File: src/logic/regfile_pkg.sv
// shared widths and counts for the banked register file
// address layout is {row, bank, tile}, tile in the low bits
// sweep state type for the post-reset clear
package regfile_pkg;

  localparam int DATA_W = 32;
  localparam int ADDR_W = 6;

  // address bits 1..0
  localparam int TILE_W = 2;
  localparam int NUM_TILES = 4;

  // address bits 5..3, bit 2 is the bank select
  localparam int ROW_W = 3;
  localparam int NUM_ROWS = 8;
  localparam int NUM_BANKS = 2;

  // operand read ports
  localparam int NUM_READ = 2;

  // one clear cycle per row of each bank
  localparam int SWEEP_LEN = NUM_ROWS * NUM_BANKS;

  typedef enum logic {
    SWEEP_CLEAR,
    SWEEP_DONE
  } sweep_state_t;

endpackage

File: src/logic/rf_init_sweep.sv
// zero-initialisation sweep run after reset
// steps through every {row, bank} pair, one per cycle
`timescale 1ns/10ps

module rf_init_sweep (
  input  logic                            clk,
  input  logic                            rst,
  output logic                            clear_en,
  output logic [regfile_pkg::ROW_W-1:0]   clear_row,
  output logic                            clear_bank,
  output logic                            init_busy
);

  regfile_pkg::sweep_state_t state;

  // low bit is the bank, upper bits the row
  logic [regfile_pkg::ROW_W:0] sweep_cnt;

  always_ff @(posedge clk)
  begin
    if (rst)
    begin
      state     <= regfile_pkg::SWEEP_CLEAR;
      sweep_cnt <= '0;
    end
    else if (state == regfile_pkg::SWEEP_CLEAR)
    begin
      sweep_cnt <= sweep_cnt + 1'b1;
      // last entry is written on this edge
      if (int'(sweep_cnt) == regfile_pkg::SWEEP_LEN - 1)
      begin
        state <= regfile_pkg::SWEEP_DONE;
      end
    end
  end

  assign clear_en   = (state == regfile_pkg::SWEEP_CLEAR);
  assign init_busy  = (state == regfile_pkg::SWEEP_CLEAR);
  assign clear_bank = sweep_cnt[0];
  assign clear_row  = sweep_cnt[regfile_pkg::ROW_W:1];

endmodule

File: config.mk
export PLATFORM = sky130hd
export DESIGN_NAME = rf_init_sweep
export DESIGN_NICKNAME = d
export VERILOG_FILES = /design/src/logic/regfile_pkg.sv /design/src/logic/rf_init_sweep.sv
export SDC_FILE = /design/constraint.sdc
export NUM_CORES = 1
export LEC_CHECK = 0
export BUFFER_PORTS_ARGS = -buffer_cell sky130_fd_sc_hd__buf_4
export CAP_MARGIN = 20
export CORE_AREA = 4 4 41 43
export DETAILED_ROUTE_END_ITERATION = 6
export DIE_AREA = 0 0 45 47
export PLACE_DENSITY = 0.32
export SLEW_MARGIN = 30
export SYNTH_ARGS = -nofsm -noshare
export SYNTH_HDL_FRONTEND = slang
export SYNTH_SLANG_ARGS = --single-unit
File: constraint.sdc
create_clock -name clk -period 1.4 [get_ports clk]
set_input_delay 0.14 -clock clk [delete_from_list [all_inputs] [get_ports clk]]
set_output_delay 0.14 -clock clk [all_outputs]
set_load 0.01 [all_outputs]
==> summary.md <==
For the number of optimization iterations in the first detailed-route pass, the log shows 2. The signal on the critical path passes through inv_1 > buf_4. TritonCTS built the clock tree. For the post-route antenna net violation count, the log shows 0. The share of post-route cells with drive strength above 1 was 33.3%; the core area was 1300 sq um.

The violation count after the first detailed-routing iteration was 1; the number of warnings printed during yosys synthesis was 0. Counting every net in the synthesized netlist gives 23. Cell internal power was estimated by the tool at 278 uW. Clock network fraction of design power: 46.1%. After synthesis, the cell types taking the most area are sky130_fd_sc_hd__dfxtp_1 (50%), sky130_fd_sc_hd__xor2_1 (8.8%), sky130_fd_sc_hd__nor2_1 (7.5%), sky130_fd_sc_hd__ha_1 (6.3%), sky130_fd_sc_hd__mux2i_1 (5.0%).

Clock-pin slew reported for the worst setup and hold paths after clock tree synthesis: 40 ps. For this run, the leading register cell type out of synthesis is sky130_fd_sc_hd__dfxtp_1. The later pin in the worst-skew pair is clocked with a latency of 240 ps.

The number of hold buffers added after CTS was 0. The switching power was 81.9 uW. The run gives 0 as the global route total overflow. For this block, the via count after detailed routing is 163. The time the worst path needs with I/O delays and setup was 1040 ps; the data arrival at the endpoint of the critical path was 900 ps.

The worst setup path is launched from a flip-flop. Summed over all nets, the half-perimeter wirelength after detailed placement is 334 microns. Entering global routing, the biggest net connects 6 pins.

Per report_power, the combinational group accounts for 9.7% of the total. The cell type of the slowest stage on the worst timing path was sky130_fd_sc_hd__dfxtp_1. The tools report the number of unique standard cell types used by synthesis as 12.

The maximum net fanout on the critical path is 5, and the final hold violation count is 0. In the post-synthesis netlist, the cell with the most instances is sky130_fd_sc_hd__dfxtp_1. The critical path starts at state.

Across the run, the number of max-cap violations was 0. Global routing consumed, over all layers together, 5.29% of the routing resources. The post-detailed-route wirelength per cell came out at 9.24 microns. The synthesis-to-finish area growth works out to 45.0%.

The final number of max-transition violations is 0, and the maximum buffer depth of the clock tree is 2. The tools report the post-synthesis instance total as 20. Counting the buffers created by CTS gives 3.

Summing every instance area after synthesis gives 200 sq um. The tools report the post-route DRC violation count as 0. For this design the static power due to leakage is 0.000127 uW. The net switching fraction of the power works out to 22.8%. The floorplan has 13 rows.

In this run the register-to-register setup slack is 380 ps. Between clock sinks in the finished design, the worst skew comes to 1.44 ps. For this block, the routed nets add up to 416 microns of wire.

Counting flops and latches in the post-synthesis netlist gives 5. The clock sink count is 5. The mean cell area of the mapped netlist came out at 10.0 sq um. The tools report the capture instance of the worst register-to-register path as sweep_cnt[2]. After clock tree synthesis, the setup repair step added 0 buffers.

The net count reported at finish was 34; the horizontal die dimension was 45 microns. Part of the Yosys area used for sequential elements: 50.0%. Of the available clock period, the critical path in the final layout requires 74.1%. The cell sitting at the root of the clock tree is a sky130_fd_sc_hd__clkbuf_4.

The die is 47 microns tall. The first global-routing pass estimated 717 microns of wire. The minimum setup slack after placement came out at 380 ps. Sequential cells burn 44.2% of the power. The worst setup path is captured at an output pin. The power density of the placed cells works out to 1240 nW/um^2. The worst stage delay on the critical path works out to 410 ps. The run gives 363 ps as the smallest setup slack after layout. The setup TNS is 0 ps, and the level count of the clock H-tree is 1. By count the netlist is led by sky130_fd_sc_hd__dfxtp_1 (5), sky130_fd_sc_hd__nor2_1 (4), sky130_fd_sc_hd__xor2_1 (2). For this configuration, the core starts out at a cell density of 15.4%. The tools report the post-cts resize count as 0. After detailed routing, the number of vias per cell comes to 3.62.

VDD sags by at most 0.000325 V. The number of fill cells in the layout is 161. Setup repair after global routing left no endpoint under its margin.

The min-delay analysis places its worst path in the category in -> reg. The logs give 87.3% for the remaining max-slew budget at the tightest pin and 0.681 for the weighted congestion reported at the end of routability-driven placement. Once layout is done, the placed cells without fillers occupy 290 sq um. The critical setup path kind is reg -> out. The slew at the pin closest to its max-slew limit was 190 ps.

The flow ran to the end, and the final reports show no timing, DRC or antenna violations. For the via count of the first global-routing pass, the log shows 187. Setup violations remaining at the end of the flow were counted as 0. The cell depth of the worst flop-to-flop path came out at 4. The number of antenna diodes in the final layout is 0. For the worst endpoint required time, the log shows 1260 ps. The leading area contributor after synthesis is sky130_fd_sc_hd__dfxtp_1.

Port buffering added 7 buffers. Startpoint of the lowest-slack register-to-register path: sweep_cnt[0]. The number of enable-type register cells in the synthesized netlist works out to 0.

The run gives 0.964 GHz as the maximum operating frequency. The logs give 0 for the number of antenna violations at the first check in global routing and 360 uW for the power consumption. The floorplan step defined a die boundary enclosing 2120 sq um.

The top cell type's share of synthesized area is 50.0%. For this run, asynchronously set or reset flops after synthesis account for 0%. Pin placement for this block handled 8 I/O pins. Once placement finished, the instance area stood at 264 sq um. The most critical setup path has its endpoint at clear_en.
-- worst max-delay path: cells and delay by family (launching register included) --
kind / cells / cell delay, ps
flip-flops: 1 / 410
buffers and inverters: 2 / 250
-- worst min path at each step --
stage                     from      endpoint  depth (start not counted)
after global routing       rst         state                          2
final                      rst         state                          2
after floorplan            rst         state                          1
after detailed placement   rst         state                          2
after CTS                  rst  sweep_cnt[3]                          2
after global placement     rst  sweep_cnt[2]                          2
-- through the flow --
stage               utilization [%]  cells  hold slack (ps)
CTS                            22.3     45             87.8
detailed placement             20.3     41              348
finish                         22.3     45             96.8
global route                   22.3     45             82.4
global placement               20.3     41              345
floorplan                         -     20              209
-- logic make-up after synthesis --
family / after synthesis / synth area share, %
muxes: 1 / 5.00
AOI/OAI and AO/OA: 1 / 2.50
DFF: 5 / 50.0
and+or+nand+nor: 7 / 17.5
adders and majority gates: 1 / 6.25
xor gates and xnor gates: 3 / 13.1
buffers and inverters: 2 / 5.62
-- cells in the final DEF, fill, tap and decap left out, drive strengths merged --
cell    netlist  layout
mux2i         1       1
a21oi         1       1
nand3         1       1
nor2          4       4
inv           1       1
nand4b        1       1
dfxtp         5       5
buf           1       7
xor2          2       2
ha            1       1
nor2b         1       1
xnor2         1       1
clkbuf        0       4
-- area by class of cell --
type,count,area [sq um],share of cell area (%)
clock buffers,4,26.3,9.05
inverters,1,3.75,1.29
multi-input cells,13,88.8,30.6
flip-flops and latches,5,100,34.5
well taps,15,18.8,6.47
repair buffers,7,52.6,18.1
-- sequential cells by signal, summed over array words and instances (netlist names) --
signal / flops
sweep_cnt: 4
state: 1
-- power groups by stage --
stage | clock, uW | sequential, uW | combinational (uW)
floorplan | 0 | 164 | 13.7
global placement | 0 | 162 | 35.4
detailed placement | 0 | 162 | 35.8
CTS | 176 | 159 | 36.0
global route | 187 | 161 | 39.4
finish | 166 | 159 | 34.8
-- layer usage --
metal | up-vias | track usage, % | routed length, microns
li1 | 85 | - | -
met1 | 69 | 4.77 | 187
met2 | 7 | 7.91 | 196
met3 | 2 | 2.30 | 16
met4 | 0 | 7.02 | 15
met5 | - | 0 | 0
No activity file was read; power rests on OpenSTA's default activity.
