`src/logic/regfile_pkg.sv`:
```
// shared widths and counts for the banked register file
// address layout is {row, bank, tile}, tile in the low bits
// sweep state type for the post-reset clear
package regfile_pkg;

  localparam int DATA_W = 32;
  localparam int ADDR_W = 6;

  // address bits 1..0
  localparam int TILE_W = 2;
  localparam int NUM_TILES = 4;

  // address bits 5..3, bit 2 is the bank select
  localparam int ROW_W = 3;
  localparam int NUM_ROWS = 8;
  localparam int NUM_BANKS = 2;

  // operand read ports
  localparam int NUM_READ = 2;

  // one clear cycle per row of each bank
  localparam int SWEEP_LEN = NUM_ROWS * NUM_BANKS;

  typedef enum logic {
    SWEEP_CLEAR,
    SWEEP_DONE
  } sweep_state_t;

endpackage

```
`src/logic/rf_bank_ram.sv`:
```
// one bank of NUM_ROWS registers
// two write ports, port 1 applied last so it wins a collision
// operand rows captured under rd_advance, retire row under ret_en
`timescale 1ns/10ps

module rf_bank_ram (
  input  logic                             clk,
  input  logic                             rst,
  input  logic                             rd_advance,
  input  logic                             ret_en,
  input  logic [regfile_pkg::ROW_W-1:0]    rd0_row,
  input  logic [regfile_pkg::ROW_W-1:0]    rd1_row,
  input  logic [regfile_pkg::ROW_W-1:0]    ret_row,
  input  logic                             wr0_en,
  input  logic [regfile_pkg::ROW_W-1:0]    wr0_row,
  input  logic [regfile_pkg::DATA_W-1:0]   wr0_data,
  input  logic                             wr1_en,
  input  logic [regfile_pkg::ROW_W-1:0]    wr1_row,
  input  logic [regfile_pkg::DATA_W-1:0]   wr1_data,
  output logic [regfile_pkg::DATA_W-1:0]   rd0_data,
  output logic [regfile_pkg::DATA_W-1:0]   rd1_data,
  output logic [regfile_pkg::DATA_W-1:0]   ret_data
);

  logic [regfile_pkg::DATA_W-1:0] mem [regfile_pkg::NUM_ROWS];

  logic [regfile_pkg::ROW_W-1:0] rd0_row_q;
  logic [regfile_pkg::ROW_W-1:0] rd1_row_q;
  logic [regfile_pkg::ROW_W-1:0] ret_row_q;

  // captured rows hold while the read side is stalled
  always_ff @(posedge clk)
  begin
    if (rst)
    begin
      rd0_row_q <= '0;
      rd1_row_q <= '0;
      ret_row_q <= '0;
    end
    else
    begin
      if (rd_advance)
      begin
        rd0_row_q <= rd0_row;
        rd1_row_q <= rd1_row;
      end
      if (ret_en)
      begin
        ret_row_q <= ret_row;
      end
    end
  end

  // later assignment takes effect, so port 1 overrides port 0
  always_ff @(posedge clk)
  begin
    if (wr0_en)
    begin
      mem[wr0_row] <= wr0_data;
    end
    if (wr1_en)
    begin
      mem[wr1_row] <= wr1_data;
    end
  end

  // live read of the captured row, a write shows up right after its edge
  assign rd0_data = mem[rd0_row_q];
  assign rd1_data = mem[rd1_row_q];
  assign ret_data = mem[ret_row_q];

endmodule

```
`src/logic/rf_tile.sv`:
```
// one register tile made of two banks
// tile match and bank decode for the write ports, sweep override on port 0
// registered per-port bank enables gate the operand outputs to zero
`timescale 1ns/10ps

module rf_tile (
  input  logic                             clk,
  input  logic                             rst,
  input  logic [regfile_pkg::TILE_W-1:0]   tile_id,
  input  logic                             rd_advance,
  input  logic                             ret_en,
  input  logic [regfile_pkg::ADDR_W-1:0]   rd0_addr,
  input  logic [regfile_pkg::ADDR_W-1:0]   rd1_addr,
  input  logic                             rd0_const_en,
  input  logic                             rd1_const_en,
  input  logic [regfile_pkg::ADDR_W-1:0]   ret_addr,
  input  logic                             wr0_en,
  input  logic [regfile_pkg::ADDR_W-1:0]   wr0_addr,
  input  logic [regfile_pkg::DATA_W-1:0]   wr0_data,
  input  logic                             wr1_en,
  input  logic [regfile_pkg::ADDR_W-1:0]   wr1_addr,
  input  logic [regfile_pkg::DATA_W-1:0]   wr1_data,
  input  logic                             clear_en,
  input  logic [regfile_pkg::ROW_W-1:0]    clear_row,
  input  logic                             clear_bank,
  output logic [regfile_pkg::DATA_W-1:0]   tile_rd0_data,
  output logic [regfile_pkg::DATA_W-1:0]   tile_rd1_data,
  output logic [regfile_pkg::DATA_W-1:0]   tile_ret_data
);

  logic rd0_match;
  logic rd1_match;
  logic wr0_match;
  logic wr1_match;

  logic [regfile_pkg::NUM_BANKS-1:0] wr0_bank_en;
  logic [regfile_pkg::NUM_BANKS-1:0] wr1_bank_en;
  logic [regfile_pkg::NUM_BANKS-1:0] rd0_bank_en_q;
  logic [regfile_pkg::NUM_BANKS-1:0] rd1_bank_en_q;
  logic                              ret_bank_q;

  logic [regfile_pkg::ROW_W-1:0]  wr0_row_mux;
  logic [regfile_pkg::DATA_W-1:0] wr0_data_mux;

  logic [regfile_pkg::DATA_W-1:0] rd0_bank_data [regfile_pkg::NUM_BANKS];
  logic [regfile_pkg::DATA_W-1:0] rd1_bank_data [regfile_pkg::NUM_BANKS];
  logic [regfile_pkg::DATA_W-1:0] ret_bank_data [regfile_pkg::NUM_BANKS];

  assign rd0_match = (rd0_addr[regfile_pkg::TILE_W-1:0] == tile_id);
  assign rd1_match = (rd1_addr[regfile_pkg::TILE_W-1:0] == tile_id);
  assign wr0_match = (wr0_addr[regfile_pkg::TILE_W-1:0] == tile_id);
  assign wr1_match = (wr1_addr[regfile_pkg::TILE_W-1:0] == tile_id);

  // sweep takes over write port 0, external writes are masked meanwhile
  assign wr0_row_mux  = clear_en ? clear_row
                                 : wr0_addr[regfile_pkg::ADDR_W-1 -: regfile_pkg::ROW_W];
  assign wr0_data_mux = clear_en ? '0 : wr0_data;

  assign wr0_bank_en[0] = clear_en ? ~clear_bank
                                   : (wr0_en & wr0_match & ~wr0_addr[regfile_pkg::TILE_W]);
  assign wr0_bank_en[1] = clear_en ? clear_bank
                                   : (wr0_en & wr0_match & wr0_addr[regfile_pkg::TILE_W]);
  assign wr1_bank_en[0] = ~clear_en & wr1_en & wr1_match & ~wr1_addr[regfile_pkg::TILE_W];
  assign wr1_bank_en[1] = ~clear_en & wr1_en & wr1_match & wr1_addr[regfile_pkg::TILE_W];

  always_ff @(posedge clk)
  begin
    if (rst)
    begin
      rd0_bank_en_q <= '0;
      rd1_bank_en_q <= '0;
      ret_bank_q    <= 1'b0;
    end
    else
    begin
      if (rd_advance)
      begin
        // a constant read leaves every bank output off
        rd0_bank_en_q[0] <= rd0_match & ~rd0_const_en & ~rd0_addr[regfile_pkg::TILE_W];
        rd0_bank_en_q[1] <= rd0_match & ~rd0_const_en & rd0_addr[regfile_pkg::TILE_W];
        rd1_bank_en_q[0] <= rd1_match & ~rd1_const_en & ~rd1_addr[regfile_pkg::TILE_W];
        rd1_bank_en_q[1] <= rd1_match & ~rd1_const_en & rd1_addr[regfile_pkg::TILE_W];
      end
      if (ret_en)
      begin
        ret_bank_q <= ret_addr[regfile_pkg::TILE_W];
      end
    end
  end

  // bank A holds bank bit 0, bank B bank bit 1
  rf_bank_ram u_bank_a (
    .clk        (clk),
    .rst        (rst),
    .rd_advance (rd_advance),
    .ret_en     (ret_en),
    .rd0_row    (rd0_addr[regfile_pkg::ADDR_W-1 -: regfile_pkg::ROW_W]),
    .rd1_row    (rd1_addr[regfile_pkg::ADDR_W-1 -: regfile_pkg::ROW_W]),
    .ret_row    (ret_addr[regfile_pkg::ADDR_W-1 -: regfile_pkg::ROW_W]),
    .wr0_en     (wr0_bank_en[0]),
    .wr0_row    (wr0_row_mux),
    .wr0_data   (wr0_data_mux),
    .wr1_en     (wr1_bank_en[0]),
    .wr1_row    (wr1_addr[regfile_pkg::ADDR_W-1 -: regfile_pkg::ROW_W]),
    .wr1_data   (wr1_data),
    .rd0_data   (rd0_bank_data[0]),
    .rd1_data   (rd1_bank_data[0]),
    .ret_data   (ret_bank_data[0])
  );

  rf_bank_ram u_bank_b (
    .clk        (clk),
    .rst        (rst),
    .rd_advance (rd_advance),
    .ret_en     (ret_en),
    .rd0_row    (rd0_addr[regfile_pkg::ADDR_W-1 -: regfile_pkg::ROW_W]),
    .rd1_row    (rd1_addr[regfile_pkg::ADDR_W-1 -: regfile_pkg::ROW_W]),
    .ret_row    (ret_addr[regfile_pkg::ADDR_W-1 -: regfile_pkg::ROW_W]),
    .wr0_en     (wr0_bank_en[1]),
    .wr0_row    (wr0_row_mux),
    .wr0_data   (wr0_data_mux),
    .wr1_en     (wr1_bank_en[1]),
    .wr1_row    (wr1_addr[regfile_pkg::ADDR_W-1 -: regfile_pkg::ROW_W]),
    .wr1_data   (wr1_data),
    .rd0_data   (rd0_bank_data[1]),
    .rd1_data   (rd1_bank_data[1]),
    .ret_data   (ret_bank_data[1])
  );

  // at most one enable is set, so the OR acts as a mux
  assign tile_rd0_data = ({regfile_pkg::DATA_W{rd0_bank_en_q[0]}} & rd0_bank_data[0])
                       | ({regfile_pkg::DATA_W{rd0_bank_en_q[1]}} & rd0_bank_data[1]);
  assign tile_rd1_data = ({regfile_pkg::DATA_W{rd1_bank_en_q[0]}} & rd1_bank_data[0])
                       | ({regfile_pkg::DATA_W{rd1_bank_en_q[1]}} & rd1_bank_data[1]);

  assign tile_ret_data = ret_bank_q ? ret_bank_data[1] : ret_bank_data[0];

endmodule

```
`config.mk`:
```
export PLATFORM = sky130hd
export DESIGN_NAME = rf_tile
export DESIGN_NICKNAME = d
export VERILOG_FILES = /design/src/logic/regfile_pkg.sv /design/src/logic/rf_bank_ram.sv /design/src/logic/rf_tile.sv
export SDC_FILE = /design/constraint.sdc
export NUM_CORES = 1
export LEC_CHECK = 0
export BUFFER_PORTS_ARGS = -buffer_cell sky130_fd_sc_hd__buf_2
export CAP_MARGIN = 10
export CORE_MARGIN = 5
export CORE_UTILIZATION = 55
export CTS_BUF_LIST = sky130_fd_sc_hd__clkbuf_16
export CTS_CLUSTER_SIZE = 12
export DETAILED_ROUTE_END_ITERATION = 10
export PLACE_DENSITY = 0.73
export SLEW_MARGIN = 20
export SYNTH_ARGS = -nofsm -noshare
export SYNTH_HDL_FRONTEND = slang
export SYNTH_HIERARCHICAL = 1
export SYNTH_SLANG_ARGS = --single-unit
```
`constraint.sdc`:
```
create_clock -name clk -period 4.7 [get_ports clk]
set_clock_uncertainty 0.15 [all_clocks]
set_input_delay 0 -clock clk [delete_from_list [all_inputs] [get_ports clk]]
set_output_delay 0 -clock clk [all_outputs]
set_load 0.1 [all_outputs]
```
==> summary.md <==
| Metric | Value |
|---|---|
| Clock transition at path regs | `about 0.06 ns` |
| Clock period minus worst slack | `around 3.6 ns` |
| Largest vdd supply drop | `just under 400 µV` |
| Synth Cell Area | `between 30000 and 40000 µm²` |
| Total Negative Setup Slacks | `0 ns` |
| Number of pins with negative max-slew slack in the final report | `0` |
| HP Start | `wr0_data[29]` |
| Cells after DPL | `3035` |
| HPWL after DPL | `between 70000 and 80000 µm` |
| Tightest Hold Check Type | `in -> reg` |
| Final non-filler cell area | `approximately 42000 µm²` |
| # DRC | `0` |
| Yosys top cell by area | `sky130_fd_sc_hd__edfxtp_1` |
| Final cell count without fillers | `between 3000 and 4000` |
| Sequential share of the synthesized area | `0.4383` |
| Number of optimization iterations in the first detailed-route pass | `5` |
| Worst-case setup margin in the final layout | `around 1.1 ns` |
| Clock latency reported for the late side of the worst-skew pair | `approximately 0.62 ns` |
| Worst Setup Slack post-DPL | `1.423 ns` |
| Relative slew slack | `0.1999` |
| Unrepaired setup endpoints after global routing | `false` |
| Transition time of the tightest slew-check pin | `around 1.2 ns` |
| Core Rows | `between 90 and 100` |
| Wire length of the first global-routing pass | `171300 µm` |
| Routed wirelength normalized by instance count | `37.28 µm` |
| Data arrival at the endpoint of the critical path | `~3.5 ns` |
| Number of warnings issued by yosys | `6` |
| Type of element launching the critical path | `register` |
| Setup CP Type | `reg -> out` |
| Fillers | `4739` |
| Post-synthesis area per instance | `around 18 µm²` |
| DIE WIDTH | `about 270 µm` |
| Net count of the mapped netlist | `between 2000 and 2500` |
| Max-cap viol count | `0` |
| Final antenna-violating net count | `0` |
| RePlAce Congestion | `between 0.8 and 0.9` |
| Post-place instance area | `between 30000 and 40000 µm²` |
| Total Die Area | `72470 µm²` |
| Via count of the first global-routing pass | `24570` |
| Starting density of the core | `0.5522` |
| F_max | `about 280 MHz` |
| Overall Power | `about 13 mW` |
| FF-to-FF setup slack | `~1.9 ns` |
| Maximum number of buffers from clock root to sink | `3` |
| Final #Nets | `roughly 2400` |
| Layout cells sized above 1 | `0.5411` |
| Core region area | `66920 µm²` |
| CTS tree | `yes` |
| Leak pwr | `13.21 nW` |
| Required time of the critical path | `about 4.6 ns` |
| IO buf count | `around 200` |
| Top library cells by usage in the layout, fill and taps aside | `725 x sky130_fd_sc_hd__mux2_2, 512 x sky130_fd_sc_hd__edfxtp_1, 258 x sky130_fd_sc_hd__mux4_1, 202 x sky130_fd_sc_hd__buf_2, 126 x sky130_fd_sc_hd__mux4_2` |
| Detailed-route via count | `between 20000 and 25000` |
| Kind of end point of the critical path | `output pin` |
| Number of antenna violations at the first check in global routing | `8` |
| Largest net degree at the start of global routing | `between 60 and 70` |
| Drt first-iter violations | `approximately 3000` |
| Synthesized instance count | `between 2000 and 2500` |
| Crit Path Max Fanout | `31` |
| Seq cells post-synth | `between 500 and 600` |
| Power density over cell area | `~310 nW/µm²` |
| H-tree levels | `3` |
| Top cell type's share of synthesized area | `0.4161` |
| Number of hold-repair buffers added at the cts stage | `67` |
| Final hold vios | `0` |
| Count of different cell masters after synthesis | `32` |
| IO Pins | `about 210` |
| Number of clock buffers inserted by TritonCTS | `66` |
| Overall overflow remaining after global route | `0` |
| Final WL | `between 100000 and 150000 µm` |
| Area added between synthesis and finish | `12.65%` |
| Total routing usage reported by global routing | `0.3215` |
| Clock root cell | `sky130_fd_sc_hd__clkbuf_16` |
| Count of clock tree sinks | `around 550` |
| Post-route clock period utilization | `0.7683` |
| Count of endpoints failing setup in the final report | `0` |
| Number of vias per cell after detailed routing | `between 7 and 8` |
| Most common library cell in the layout ignoring fill and taps | `sky130_fd_sc_hd__mux2_2` |
| Run status | `complete, no violations` |
| Count of cells resized by post-cts repair | `0` |
| Die Height | `around 270 µm` |
| Worst reg2reg path startpoint | `ret_bank_q` |
| Setup Buffers After CTS | `0` |
| Leading post-synthesis cells by cell area | `sky130_fd_sc_hd__edfxtp_1 42%, sky130_fd_sc_hd__mux2_2 22%, sky130_fd_sc_hd__mux4_1 18%, sky130_fd_sc_hd__mux4_2 7.7%, sky130_fd_sc_hd__dfxtp_1 2.2%` |
-- cell type report --
| type | instances | area, µm² | share of cell area |
|---|---|---|---|
| Inverter | 7 | 26.28 | 0.0006312 |
| Tap cell | 873 | 1092 | 0.02624 |
| Clock buffer | 72 | 1802 | 0.04328 |
| Sequential cell | 553 | 16250 | 0.3905 |
| Multi-Input combinational cell | 1327 | 19720 | 0.4738 |
| Clock inverter | 45 | 354.1 | 0.008506 |
| Antenna cell | 7 | 17.52 | 0.0004208 |
| Timing Repair Buffer | 343 | 2357 | 0.05663 |
-- worst paths after layout --
kind	end	depth (start not counted)
worst min-delay path	u_bank_b/mem[0][29]	3
worst min register to register	register	2
worst max register to register	ret_bank_q	5
worst max-delay path	tile_ret_data[14]	5
-- Yosys cell counts --
master / number
sky130_fd_sc_hd__nand4b_1: 6
sky130_fd_sc_hd__mux4_1: 258
sky130_fd_sc_hd__xnor2_2: 2
sky130_fd_sc_hd__o21bai_1: 4
sky130_fd_sc_hd__a22o_1: 64
sky130_fd_sc_hd__buf_2: 63
sky130_fd_sc_hd__xnor2_1: 4
sky130_fd_sc_hd__mux2_1: 14
sky130_fd_sc_hd__edfxtp_1: 512
sky130_fd_sc_hd__nand2_1: 9
sky130_fd_sc_hd__nand4_1: 4
sky130_fd_sc_hd__o22ai_1: 1
sky130_fd_sc_hd__mux2i_1: 19
sky130_fd_sc_hd__clkbuf_1: 27
sky130_fd_sc_hd__nor2_1: 24
sky130_fd_sc_hd__nand2b_1: 6
sky130_fd_sc_hd__mux2_2: 725
sky130_fd_sc_hd__buf_4: 24
sky130_fd_sc_hd__inv_1: 7
sky130_fd_sc_hd__buf_6: 43
sky130_fd_sc_hd__nand3b_1: 2
sky130_fd_sc_hd__clkbuf_2: 2
sky130_fd_sc_hd__nor4bb_1: 6
sky130_fd_sc_hd__a31o_2: 4
sky130_fd_sc_hd__xor2_1: 2
sky130_fd_sc_hd__mux4_2: 126
sky130_fd_sc_hd__o41ai_1: 4
sky130_fd_sc_hd__dfxtp_1: 41
sky130_fd_sc_hd__nor4b_4: 2
sky130_fd_sc_hd__buf_1: 40
sky130_fd_sc_hd__o21ai_0: 9
sky130_fd_sc_hd__nor2b_1: 32
-- logic make-up after synthesis --
family,synth area share
AO/OA/AOI/OAI,0.01927
multiplexers,0.4906
flip-flops,0.4383
XOR/XNOR,0.002303
AND/OR/NAND/NOR,0.01520
buffers and inverters,0.03430
-- per-layer routing --
metal,global-route usage,wire length (µm)
met4,0.1097,4702
met3,0.07175,12770
met2,0.5303,57660
met1,0.4278,45150
met5,0,13
-- report_power, final --
part	switching, mW	internal [mW]	leakage [nW]
combinational	1.10	0.902	7.67
sequential	0.281	5.57	4.43
clock	2.08	3.08	1.11
-- registers in the layout (all words and copies together), names as in the netlist, named ones only --
signal              flops
rd0_bank_en_q           2
rd1_bank_en_q           2
ret_bank_q              1
u_bank_a/mem          256
u_bank_a/rd0_row_q      3
u_bank_a/rd1_row_q      3
u_bank_a/ret_row_q      3
u_bank_b/mem          256
u_bank_b/rd0_row_q      3
u_bank_b/rd1_row_q      3
u_bank_b/ret_row_q      3
-- through the flow --
stage	hold WS [ns]	utilization
after floorplan	-0.07762	-
after global placement	0.05304	0.5790
after detailed placement	0.06297	0.5790
after CTS	0.03602	0.6212
after global routing	0.04875	0.6218
final	0.04471	0.6220
-- worst max-delay path, stage by stage (launching register included) --
cell	delay [ns]
sky130_fd_sc_hd__dfxtp_4	0.76
sky130_fd_sc_hd__buf_4	0.53
sky130_fd_sc_hd__mux4_1	0.63
sky130_fd_sc_hd__mux2_2	0.29
sky130_fd_sc_hd__mux2_2	0.31
sky130_fd_sc_hd__buf_2	0.31
(Power assumes the default switching activity.)
