**config.mk**
```make
export PLATFORM = sky130hd
export DESIGN_NAME = rf_read_merge
export DESIGN_NICKNAME = d
export VERILOG_FILES = /design/src/logic/regfile_pkg.sv /design/src/logic/rf_read_merge.sv
export SDC_FILE = /design/constraint.sdc
export NUM_CORES = 1
export LEC_CHECK = 0
export BUFFER_PORTS_ARGS = -buffer_cell sky130_fd_sc_hd__clkbuf_2
export CAP_MARGIN = 20
export CELL_PAD_IN_SITES_DETAIL_PLACEMENT = 2
export CELL_PAD_IN_SITES_GLOBAL_PLACEMENT = 2
export CORE_AREA = 2 2 213 215
export CTS_CLUSTER_SIZE = 16
export DETAILED_ROUTE_END_ITERATION = 16
export DIE_AREA = 0 0 215 217
export PLACE_DENSITY = 0.62
export SYNTH_ARGS = -nofsm -noshare
export SYNTH_HDL_FRONTEND = slang
export SYNTH_SLANG_ARGS = --single-unit
```
**constraint.sdc**
```tcl
create_clock -name clk -period 1.2 [get_ports clk]
set_clock_uncertainty 0.1 [all_clocks]
set_input_delay 0.06 -clock clk [delete_from_list [all_inputs] [get_ports clk]]
set_output_delay 0.06 -clock clk [all_outputs]
set_load 0.02 [all_outputs]
```
**src/logic/regfile_pkg.sv**
```systemverilog
// shared widths and counts for the banked register file
// address layout is {row, bank, tile}, tile in the low bits
// sweep state type for the post-reset clear
package regfile_pkg;

  localparam int DATA_W = 32;
  localparam int ADDR_W = 6;

  // address bits 1..0
  localparam int TILE_W = 2;
  localparam int NUM_TILES = 4;

  // address bits 5..3, bit 2 is the bank select
  localparam int ROW_W = 3;
  localparam int NUM_ROWS = 8;
  localparam int NUM_BANKS = 2;

  // operand read ports
  localparam int NUM_READ = 2;

  // one clear cycle per row of each bank
  localparam int SWEEP_LEN = NUM_ROWS * NUM_BANKS;

  typedef enum logic {
    SWEEP_CLEAR,
    SWEEP_DONE
  } sweep_state_t;

endpackage

```
**src/logic/rf_read_merge.sv**
```systemverilog
// merges the per-tile read outputs into the external read ports
// constant bypass per operand port, retire tile select
`timescale 1ns/10ps

module rf_read_merge (
  input  logic                                                 clk,
  input  logic                                                 rst,
  input  logic                                                 rd_advance,
  input  logic                                                 ret_en,
  input  logic                                                 rd0_const_en,
  input  logic                                                 rd1_const_en,
  input  logic [regfile_pkg::DATA_W-1:0]                       rd0_const,
  input  logic [regfile_pkg::DATA_W-1:0]                       rd1_const,
  input  logic [regfile_pkg::TILE_W-1:0]                       ret_tile,
  input  logic [regfile_pkg::NUM_TILES-1:0][regfile_pkg::DATA_W-1:0] tile_rd0_data,
  input  logic [regfile_pkg::NUM_TILES-1:0][regfile_pkg::DATA_W-1:0] tile_rd1_data,
  input  logic [regfile_pkg::NUM_TILES-1:0][regfile_pkg::DATA_W-1:0] tile_ret_data,
  output logic [regfile_pkg::DATA_W-1:0]                       rd0_data,
  output logic [regfile_pkg::DATA_W-1:0]                       rd1_data,
  output logic [regfile_pkg::DATA_W-1:0]                       ret_data
);

  logic [regfile_pkg::NUM_READ-1:0]                          const_en_q;
  logic [regfile_pkg::NUM_READ-1:0][regfile_pkg::DATA_W-1:0] const_q;
  logic [regfile_pkg::TILE_W-1:0]                            ret_tile_q;

  logic [regfile_pkg::DATA_W-1:0] rd0_or;
  logic [regfile_pkg::DATA_W-1:0] rd1_or;

  always_ff @(posedge clk)
  begin
    if (rst)
    begin
      const_en_q <= '0;
      const_q    <= '0;
      ret_tile_q <= '0;
    end
    else
    begin
      if (rd_advance)
      begin
        const_en_q <= {rd1_const_en, rd0_const_en};
        const_q[0] <= rd0_const;
        const_q[1] <= rd1_const;
      end
      if (ret_en)
      begin
        ret_tile_q <= ret_tile;
      end
    end
  end

  // unmatched tiles drive zero
  always_comb
  begin
    rd0_or = '0;
    rd1_or = '0;
    for (int t = 0; t < regfile_pkg::NUM_TILES; t++)
    begin
      rd0_or = rd0_or | tile_rd0_data[t];
      rd1_or = rd1_or | tile_rd1_data[t];
    end
  end

  assign rd0_data = const_en_q[0] ? const_q[0] : rd0_or;
  assign rd1_data = const_en_q[1] ? const_q[1] : rd1_or;
  assign ret_data = tile_ret_data[ret_tile_q];

endmodule

```
==> metrics.yaml, run 1 <==
die:
  start_util: 0.0947
  core.rowCount: 78
  die_area_um2: 46700
  fp.dieH_um: 217
  coreArea_um2: 44700
  io-pin-count: 552
  die_w_um: 215
run_status:
  status: "finished, violations left"
  violations: "setup timing"
setup_path:
  r2r-end: "const_en_q[0]"
  crit_required_ns: 1.04
  crit_type: "reg2out"
  cp-start-kind: "flip-flop"
  ff2ff_path_depth: 5
  reg2reg_slack_ns: 0.06
  crit_start: "ret_tile_q[0]"
  worstPathMaxFanout: 7
  cp.arrival_ns: 1.70
  crit_path_end_kind: "primary output"
  cp-endpoint: "ret_data[15]"
  r2r_start: "const_en_q[0]"
synthesis:
  synth_cell_types: 14
  synth_xor_area_frac: 0
  syn_nets: 922
  synth_mux_area_frac: 0.334
  syn_inst: 466
  ys_seq_area_frac: 0.322
  synth_seq_cells: 68
  avgSynthCellArea_um2: 9.09
  yosys_warnings: 0
  synth_top_family_by_area: "multiplexers"
  synth_compound_area_frac: 0.0757
  syn_area_um2: 4230
  synthAdderAreaFrac: 0
  synthSimpleGateAreaFrac: 0.212
global_route:
  use_met3: 0.0337
  met2_usage: 0.252
  grt_pass1_wl_mm: 47.9
  grt_pass1_vias: 7351
  grt_overflow: 0
  track_usage: 0.140
  grt_most_used_layer: "met2"
  grt_max_degree: 69
  met1_usage: 0.161
  antenna_found_initial: 7
final_layout:
  drive_gt1_frac: 0.698
  final_nets: 1575
  regArea_um2: 1370
  syn2layout_area_growth_pct: 162
  finish.utilization: 0.248
  num-fill-cells: 5107
  stdcell_count: 1729
  multi_input_area_um2: 3480
placement:
  gp_congestion: 0.878
  dpl.hpwl_mm: 25.3
  dpl.cell_count: 1602
  port-buffer-count: 551
  place_ws_ns: -0.299
clock_network:
  cts_tree: "built"
  path_clk_slew_ns: 0.06
  clockBufferDepth: 2
  cts-root-buf: "clkbuf_16"
  htree_levels: 3
  worstSkewPairLatency_ns: 0.36
  numCtsBuffers: 9
  cts.sinks: 68
sta:
  hold_viol: 0
  final_max_slew_viol_count: 0
  period_needed_ns: 1.86
  worst_slew_pin_slew_ns: 0.733
  fmax_mhz: 537
  relSlewSlack: 0.507
  setup_violations: 96
  worst_slack_ns: -0.664
  rsz0062_at_grt: "true"
  whs_ns: 0.0666
  fin_crit_sh: 1.55
route:
  drtIter0Drc: 156
  num_vias: 6603
  wire_per_inst_um: 20.3
  via_per_inst: 3.82
  drc: 0
  antenna_left: 0
  drt_wl_total_mm: 35.1
  firstDrtPassIters: 4
power_and_ir_drop:
  cellLeakagePower_nw: 5.50
  p_per_area_nw_per_um2: 795
  irDropWorstVdd_v: 0.000491
  power_mw: 8.83
min_path:
  min_path_type: "in2reg"
job:
  cap_violations: 0
worst min path at each step:
stage / startpoint / endpoint / slack, ns / cells after the start
after floorplan: ret_tile[0] / ret_tile_q[0] / 0.11 / 2
after global placement: rd0_const[8] / const_q[8] / 0.19 / 3
after detailed placement: rd0_const[13] / const_q[13] / 0.21 / 3
after CTS: rst / const_q[51] / 0.06 / 3
after global routing: rst / const_q[46] / 0.09 / 3
final: rst / const_q[49] / 0.07 / 3
cells by family after synthesis:
kind of cell           Yosys count
buffers and inverters           38
DFF                             68
muxes                          100
and+or+nand+nor                196
AOI/OAI and AO/OA               64
cells in the mapped netlist, drive strengths merged:
library cell  instances  area [um^2]
clkbuf               19         71.3
o21ai                64          320
nor4                 64          400
mux4                 32          732
buf                  19          173
mux2i                68          681
nand2                64          240
dfxtp                68         1360
nor2                 68          255
critical path, cell delays in order, from the launching register on:
cell	delay (ns)
dfxtp_4	0.45
buf_12	0.15
mux4_2	0.57
buf_6	0.17
per-layer routing:
| metal | vias up | wire length, um | share of wire |
|---|---|---|---|
| met3 | 31 | 2210 | 0.063 |
| li1 | 3052 | - | - |
| met4 | 4 | 751 | 0.021 |
| met5 | - | 33 | 0.00094 |
| met2 | 305 | 18400 | 0.52 |
| met1 | 3211 | 13700 | 0.39 |
registers in the layout (all words and copies together) (netlist names):
register	cells
const_q	64
ret_tile_q	2
const_en_q	2
cell usage in the layout, fill, tap and decap left out, drive strengths merged, types with 4 or more instances in the layout:
cell type,n
clkbuf,490
diode,5
mux4,32
nand2,64
dlygate4sd3,69
dfxtp,68
mux2i,68
o21ai,64
clkinv,4
nor4,64
nor2,68
buf,131
where the power goes:
part | total [mW] | internal, mW | switching [mW]
clock | 2.58 | 1.44 | 1.14
combinational | 3.71 | 2.08 | 1.62
sequential | 2.54 | 2.39 | 0.148
total | 8.83 | 5.92 | 2.91
stage by stage:
stage	instance area, um^2	TNS [ns]
6_report	11100	-39.09
5_1_grt	11100	-45.94
4_1_cts	10300	-44.89
3_5_place_dp	7780	-7.17
3_3_place_gp	7780	-6.41
2_1_floorplan	4240	-3.25
layout make-up:
class,count,area share
clock inverter,5,0.00248
clock buffer,11,0.0219
tap,600,0.0676
multi-input combinational,360,0.314
sequential,68,0.124
timing repair buffer,680,0.470
antenna,5,0.00113
what timing repair did:
action | CTS | global route
gates resized for setup | 295 | 253
buffers inserted | 18 | 5
setup endpoints to repair | 96 | 146
hold buffers | 70 | 0
gates cloned | 16 | 5
pin swaps | 35 | 13
hold endpoints to repair | 68 | 0
Power figures use the tool's default switching activity.
==> inputs of run 2 (changes only) <==
--- a/config.mk
+++ b/config.mk
@@ -14,6 +14,7 @@
 export DETAILED_ROUTE_END_ITERATION = 16
 export DIE_AREA = 0 0 215 217
 export PLACE_DENSITY = 0.62
+export REMOVE_ABC_BUFFERS = 1
 export SYNTH_ARGS = -nofsm -noshare
 export SYNTH_HDL_FRONTEND = slang
 export SYNTH_SLANG_ARGS = --single-unit
==> run 2 against run 1 <==
Net effect:
- the run still ends with setup timing left
- sequential cell count unchanged
- maximum frequency shrank 2.4%
- register-to-register slack gained 0.05 ns
- die area unchanged
- worst hold slack lost 0.023 ns
- clock-buffer cell count increased by 2
- final cell count decreased by 0.52%
- critical endpoint is now ret_data[1]
==> metrics.yaml, run 2 (synthesis results as in run 1) <==
setup_path:
  reg2reg_slack_ns: 0.11
  worstPathMaxFanout: 9
  cp.arrival_ns: 1.75
  crit_type: "reg2out"
  crit_path_end_kind: "primary output"
  cp-start-kind: "flip-flop"
  crit_required_ns: 1.04
power_and_ir_drop:
  p_per_area_nw_per_um2: 817
  p_clk_frac: 0.312
  power_frac_seq: 0.288
  p_sw_frac: 0.321
  cellLeakagePower_nw: 5.35
  combPwrFrac: 0.400
  switchingPower_mw: 2.83
  irDropWorstVdd_v: 0.000571
  p_int_mw: 5.99
final_layout:
  finish.utilization: 0.241
  drive_gt1_frac: 0.686
  layout_commonest_cell: "clkbuf_2"
  syn2layout_area_growth_pct: 155
  final_nets: 1563
  largest_reg_flops: 64
  layout_common_cells: "clkbuf_2, dlygate4sd3_1, mux2i_1, nor2_1, dfxtp_1"
  largestRegisters: "const_q (64), const_en_q (2), ret_tile_q (2)"
  regMostFlops: "const_q"
sta:
  final_max_slew_viol_count: 0
  hold_viol: 0
  worst_slew_pin_slew_ns: 0.742
  period_needed_ns: 1.91
  relSlewSlack: 0.501
  worst_slack_ns: -0.710
  whs_ns: 0.0440
  setup_violations: 96
  fmax_mhz: 523
  fin_crit_sh: 1.59
  rsz0062_at_grt: "true"
die:
  io-pin-count: 552
  start_util: 0.0947
  die_w_um: 215
  core.rowCount: 78
  coreArea_um2: 44700
  fp.dieH_um: 217
  die_area_um2: 46700
placement:
  dpl.hpwl_mm: 27.5
  port-buffer-count: 551
  place_ws_ns: -0.292
  gp_congestion: 0.955
clock_network:
  htree_levels: 3
  worstSkewPairLatency_ns: 0.36
  path_clk_slew_ns: 0.06
  cts-root-buf: "clkbuf_16"
  cts_tree: "built"
  clockBufferDepth: 2
  numCtsBuffers: 9
  cts.sinks: 68
min_path:
  min_path_type: "in2reg"
route:
  via_per_inst: 3.89
  drtIter0Drc: 187
  drt_wl_total_mm: 36.5
  firstDrtPassIters: 4
  num_vias: 6691
  drc: 0
  wire_per_inst_um: 21.2
  antenna_left: 0
global_route:
  grt_overflow: 0
  antenna_found_initial: 15
  track_usage: 0.149
  grt_pass1_vias: 7566
  grt_max_degree: 39
  grt_pass1_wl_mm: 50.0
run_status:
  violations: "setup timing"
  status: "finished, violations left"
job:
  cap_violations: 0
## run 2: power groups by stage
| stage | logic [mW] | registers (mW) | clock network (mW) |
|---|---|---|---|
| detailed placement | 2.42 | 2.53 | 0 |
| floorplan | 0.901 | 2.57 | 0 |
| global placement | 2.37 | 2.52 | 0 |
| finish | 3.52 | 2.54 | 2.75 |
| global route | 3.74 | 2.56 | 3.00 |
| CTS | 3.30 | 2.51 | 2.92 |
## run 2: area by class of cell
type	instances	area [um^2]
Antenna cell	9	22.5
Clock buffer	13	250
Clock inverter	2	35.0
Fill cell	5152	33900
Multi-Input combinational cell	360	3440
Sequential cell	68	1370
Tap cell	600	751
Timing Repair Buffer	668	4920
## run 2: critical path, stage by stage, from the launching register on
cell	delay, ns
dfxtp_4	0.43
buf_12	0.16
mux4_1	0.60
buf_2	0.20
## run 2: final timing paths
| path | startpoint | endpoint | depth (start not counted) |
|---|---|---|---|
| max | ret_tile_q[0] | ret_data[1] | 3 |
| min | rst | const_q[6] | 3 |
| max reg2reg | const_en_q[1] | const_en_q[1] | 4 |
| min reg2reg | const_q[14] | const_q[14] | 2 |
## run 2: repair_timing
item	4_1_cts	5_1_grt
setup buffers	16	1
cloned	18	1
hold buffers	69	0
pin swaps	34	11
endpoints found under the hold margin	68	0
setup endpoints to repair	96	96
gates resized for setup	301	205
## run 2: stage by stage
step | power (mW) | setup TNS [ns] | instance area, um^2 | std cells
after global routing | 9.30 | -45.24 | 10800 | 1719
after floorplan | 3.47 | -78.31 | 3990 | 428
after global placement | 4.89 | -7.15 | 7770 | 1596
after detailed placement | 4.95 | -7.60 | 7770 | 1596
after CTS | 8.73 | -45.54 | 10200 | 1713
final | 8.81 | -39.09 | 10800 | 1720
## run 2: per-layer routing
layer	share of wire	vias up	track usage	routed length, um
met5	0.00036	-	0	13
met4	0.052	2	0.0860	1910
li1	-	3037	-	-
met1	0.31	3232	0.128	11300
met2	0.58	362	0.307	21100
met3	0.059	58	0.0375	2150
==> inputs of run 3 (changes only) <==
--- a/config.mk
+++ b/config.mk
@@ -5,6 +5,7 @@
 export SDC_FILE = /design/constraint.sdc
 export NUM_CORES = 1
 export LEC_CHECK = 0
+export ABC_AREA = 1
 export BUFFER_PORTS_ARGS = -buffer_cell sky130_fd_sc_hd__clkbuf_2
 export CAP_MARGIN = 20
 export CELL_PAD_IN_SITES_DETAIL_PLACEMENT = 2
@@ -13,7 +14,7 @@
 export CTS_CLUSTER_SIZE = 16
 export DETAILED_ROUTE_END_ITERATION = 16
 export DIE_AREA = 0 0 215 217
-export PLACE_DENSITY = 0.62
+export PLACE_DENSITY = 0.76
 export REMOVE_ABC_BUFFERS = 1
 export SYNTH_ARGS = -nofsm -noshare
 export SYNTH_HDL_FRONTEND = slang
==> run 3 against run 2 <==
Net effect:
- the run still ends with setup timing left
- clock power rose by 4%
- critical endpoint is now ret_data[27]
- non-clock buffer count rose by 12
- global-route usage rose by 2.9 points
- critical path depth grew 3
- final cell count grew 35%
- utilization is 4.1 points higher
- area after synthesis increased by 28%
- largest cell class unchanged
==> metrics.yaml, run 3 <==
sta:
  worst_slack_ns: -0.398
  whs_ns: 0.148
  setup_violations: 96
  final_max_slew_viol_count: 0
  worst_slew_pin_slew_ns: 0.351
  period_needed_ns: 1.60
  rsz0062_at_grt: "true"
  hold_viol: 0
  fin_crit_sh: 1.33
  relSlewSlack: 0.765
  fmax_mhz: 626
synthesis:
  syn_inst: 1070
  ys_top_cells_by_count: "nand2_1, inv_1, nor2_1"
  ys_seq_area_frac: 0.252
  synthArstFlopShare: 0
  synth_ff_type: "dfxtp_1"
  synth_seq_cells: 68
  avgSynthCellArea_um2: 5.05
  yosys_warnings: 0
  yosysTopAreaCell: "nand2_1"
  synth.top_cells.by_area: "nand2_1, dfxtp_1, inv_1"
  yosysTopAreaCellShare: 0.384
  synth_edf_count: 0
  syn_area_um2: 5400
  yosysMostFrequentCell: "nand2_1"
  synth_cell_types: 11
route:
  wire_per_inst_um: 20.1
  drc: 0
  drt_wl_total_mm: 46.5
  antenna_left: 0
  drtIter0Drc: 369
  via_per_inst: 4.07
  num_vias: 9442
  firstDrtPassIters: 4
final_layout:
  regMostFlops: "const_q"
  layout_commonest_cell: "clkbuf_2"
  drive_gt1_frac: 0.482
  finish.utilization: 0.282
  largestRegisters: "const_q (64), const_en_q (2), ret_tile_q (2)"
  largest_reg_flops: 64
  syn2layout_area_growth_pct: 133
  num-fill-cells: 5339
  final_nets: 2161
  layout_common_cells: "clkbuf_2, nand2_1, inv_1, nand2_4, nor2_1"
setup_path:
  cp-start-kind: "flip-flop"
  max_stage_delay_ns: 0.39
  worstPathMaxFanout: 9
  crit_required_ns: 1.04
  crit_path_end_kind: "primary output"
  cp_num_buf_inv: 3
  crit_type: "reg2out"
  crit_slowest_cell: "dfxtp_4"
  cp_common_cell: "nand2_1"
  cp.arrival_ns: 1.44
  path_delay_family: "buffers and inverters"
  cp_cell_sequence: "buf_12 > clkbuf_16 > nand2_1 > nand3_1 > nand2_1 > buf_6"
  reg2reg_slack_ns: 0.06
global_route:
  grt_max_degree: 48
  grt_overflow: 0
  grt_pass1_vias: 10600
  track_usage: 0.178
  grt_pass1_wl_mm: 63.6
  antenna_found_initial: 12
job:
  cap_violations: 0
placement:
  dpl.hpwl_mm: 31.4
  gp_congestion: 0.893
  port-buffer-count: 551
power_and_ir_drop:
  irDropWorstVdd_v: 0.000582
  cellLeakagePower_nw: 6.95
  power_mw: 9.58
  p_per_area_nw_per_um2: 761
run_status:
  violations: "setup timing"
  status: "finished, violations left"
die:
  io-pin-count: 552
  die_area_um2: 46700
  die_w_um: 215
  start_util: 0.121
  coreArea_um2: 44700
  core.rowCount: 78
  fp.dieH_um: 217
clock_network:
  numCtsBuffers: 9
  path_clk_slew_ns: 0.07
  cts-root-buf: "clkbuf_16"
  cts_tree: "built"
  worstSkewPairLatency_ns: 0.34
  cts.sinks: 68
  clockBufferDepth: 2
  htree_levels: 3
min_path:
  min_path_type: "in2reg"
-- run 3: changes by cell type in the layout (fill, tap and decap cells not counted), moves of 30 or more --
cell,before,now
nand2_4,44,130
nor2_1,68,128
nand2_2,17,48
inv_1,0,130
o21ai_4,30,0
nor4_1,64,0
buf_8,22,68
mux2i_1,68,0
mux4_2,30,0
nand2_1,3,372
nand3_1,0,53
a21oi_1,0,68
-- run 3: where the power goes --
part           switching, mW  total (mW)  internal, mW
registers              0.124        2.50          2.38
clock network           1.24        2.85          1.61
logic                   2.17        4.23          2.06
-- run 3: final cells by class --
cell class / instances / area (um^2) / area share
Sequential cell: 68 / 1370 / 0.109
Timing Repair Buffer: 680 / 5240 / 0.416
Clock buffer: 9 / 225 / 0.0179
Antenna cell: 10 / 25.0 / 0.00199
Tap cell: 600 / 751 / 0.0596
Inverter: 134 / 528 / 0.0419
Clock inverter: 6 / 65.1 / 0.00516
Multi-Input combinational cell: 812 / 4400 / 0.349
-- run 3: final timing paths --
path / from / cells past startpoint / to
max: ret_tile_q[0] / 6 / ret_data[27]
min: rd_advance / 4 / const_q[16]
max reg2reg: const_en_q[0] / 4 / const_en_q[0]
min reg2reg: const_q[50] / 2 / const_q[50]
-- run 3: kinds of logic after synthesis --
| kind of cell | share of synthesized area |
|---|---|
| buffers and inverters | 0.153 |
| flip-flops | 0.252 |
| AO/OA/AOI/OAI | 0.0630 |
| AND/OR/NAND/NOR | 0.532 |
-- run 3: routing by layer --
layer  share of wire  wire length, um  vias to the layer above  GRT usage
met2            0.54            25300                      399      0.343
met1            0.37            17000                     4536      0.191
met3           0.056             2630                       57     0.0389
li1                -                -                     4450          -
met4           0.035             1620                        0     0.0634
met5               0                0                        -          0
-- run 3: worst min-delay path: cells and delay by family --
| kind | cells | cell delay [ns] |
|---|---|---|
| compound gates | 1 | 0.06 |
| buf+inv | 2 | 0.36 |
| simple gates | 1 | 0.07 |
-- run 3: repair_timing --
item,4_1_cts,5_1_grt
setup buffers,9,5
gates resized for setup,291,344
endpoints found under the hold margin,68,0
pin swaps,59,71
endpoints found under the setup margin,96,96
cloned,11,4
hold buffers,71,0
-- run 3: through the flow --
step	std cells	setup WS [ns]	setup TNS [ns]	instance area [um^2]
after floorplan	1014	-1.41	-83.71	5080
after global placement	2200	-0.0413	-0.222	9050
after detailed placement	2200	-0.0786	-0.836	9050
after CTS	2306	-0.404	-31.03	11500
after global routing	2319	-0.482	-34.27	12600
final	2319	-0.398	-28.07	12600
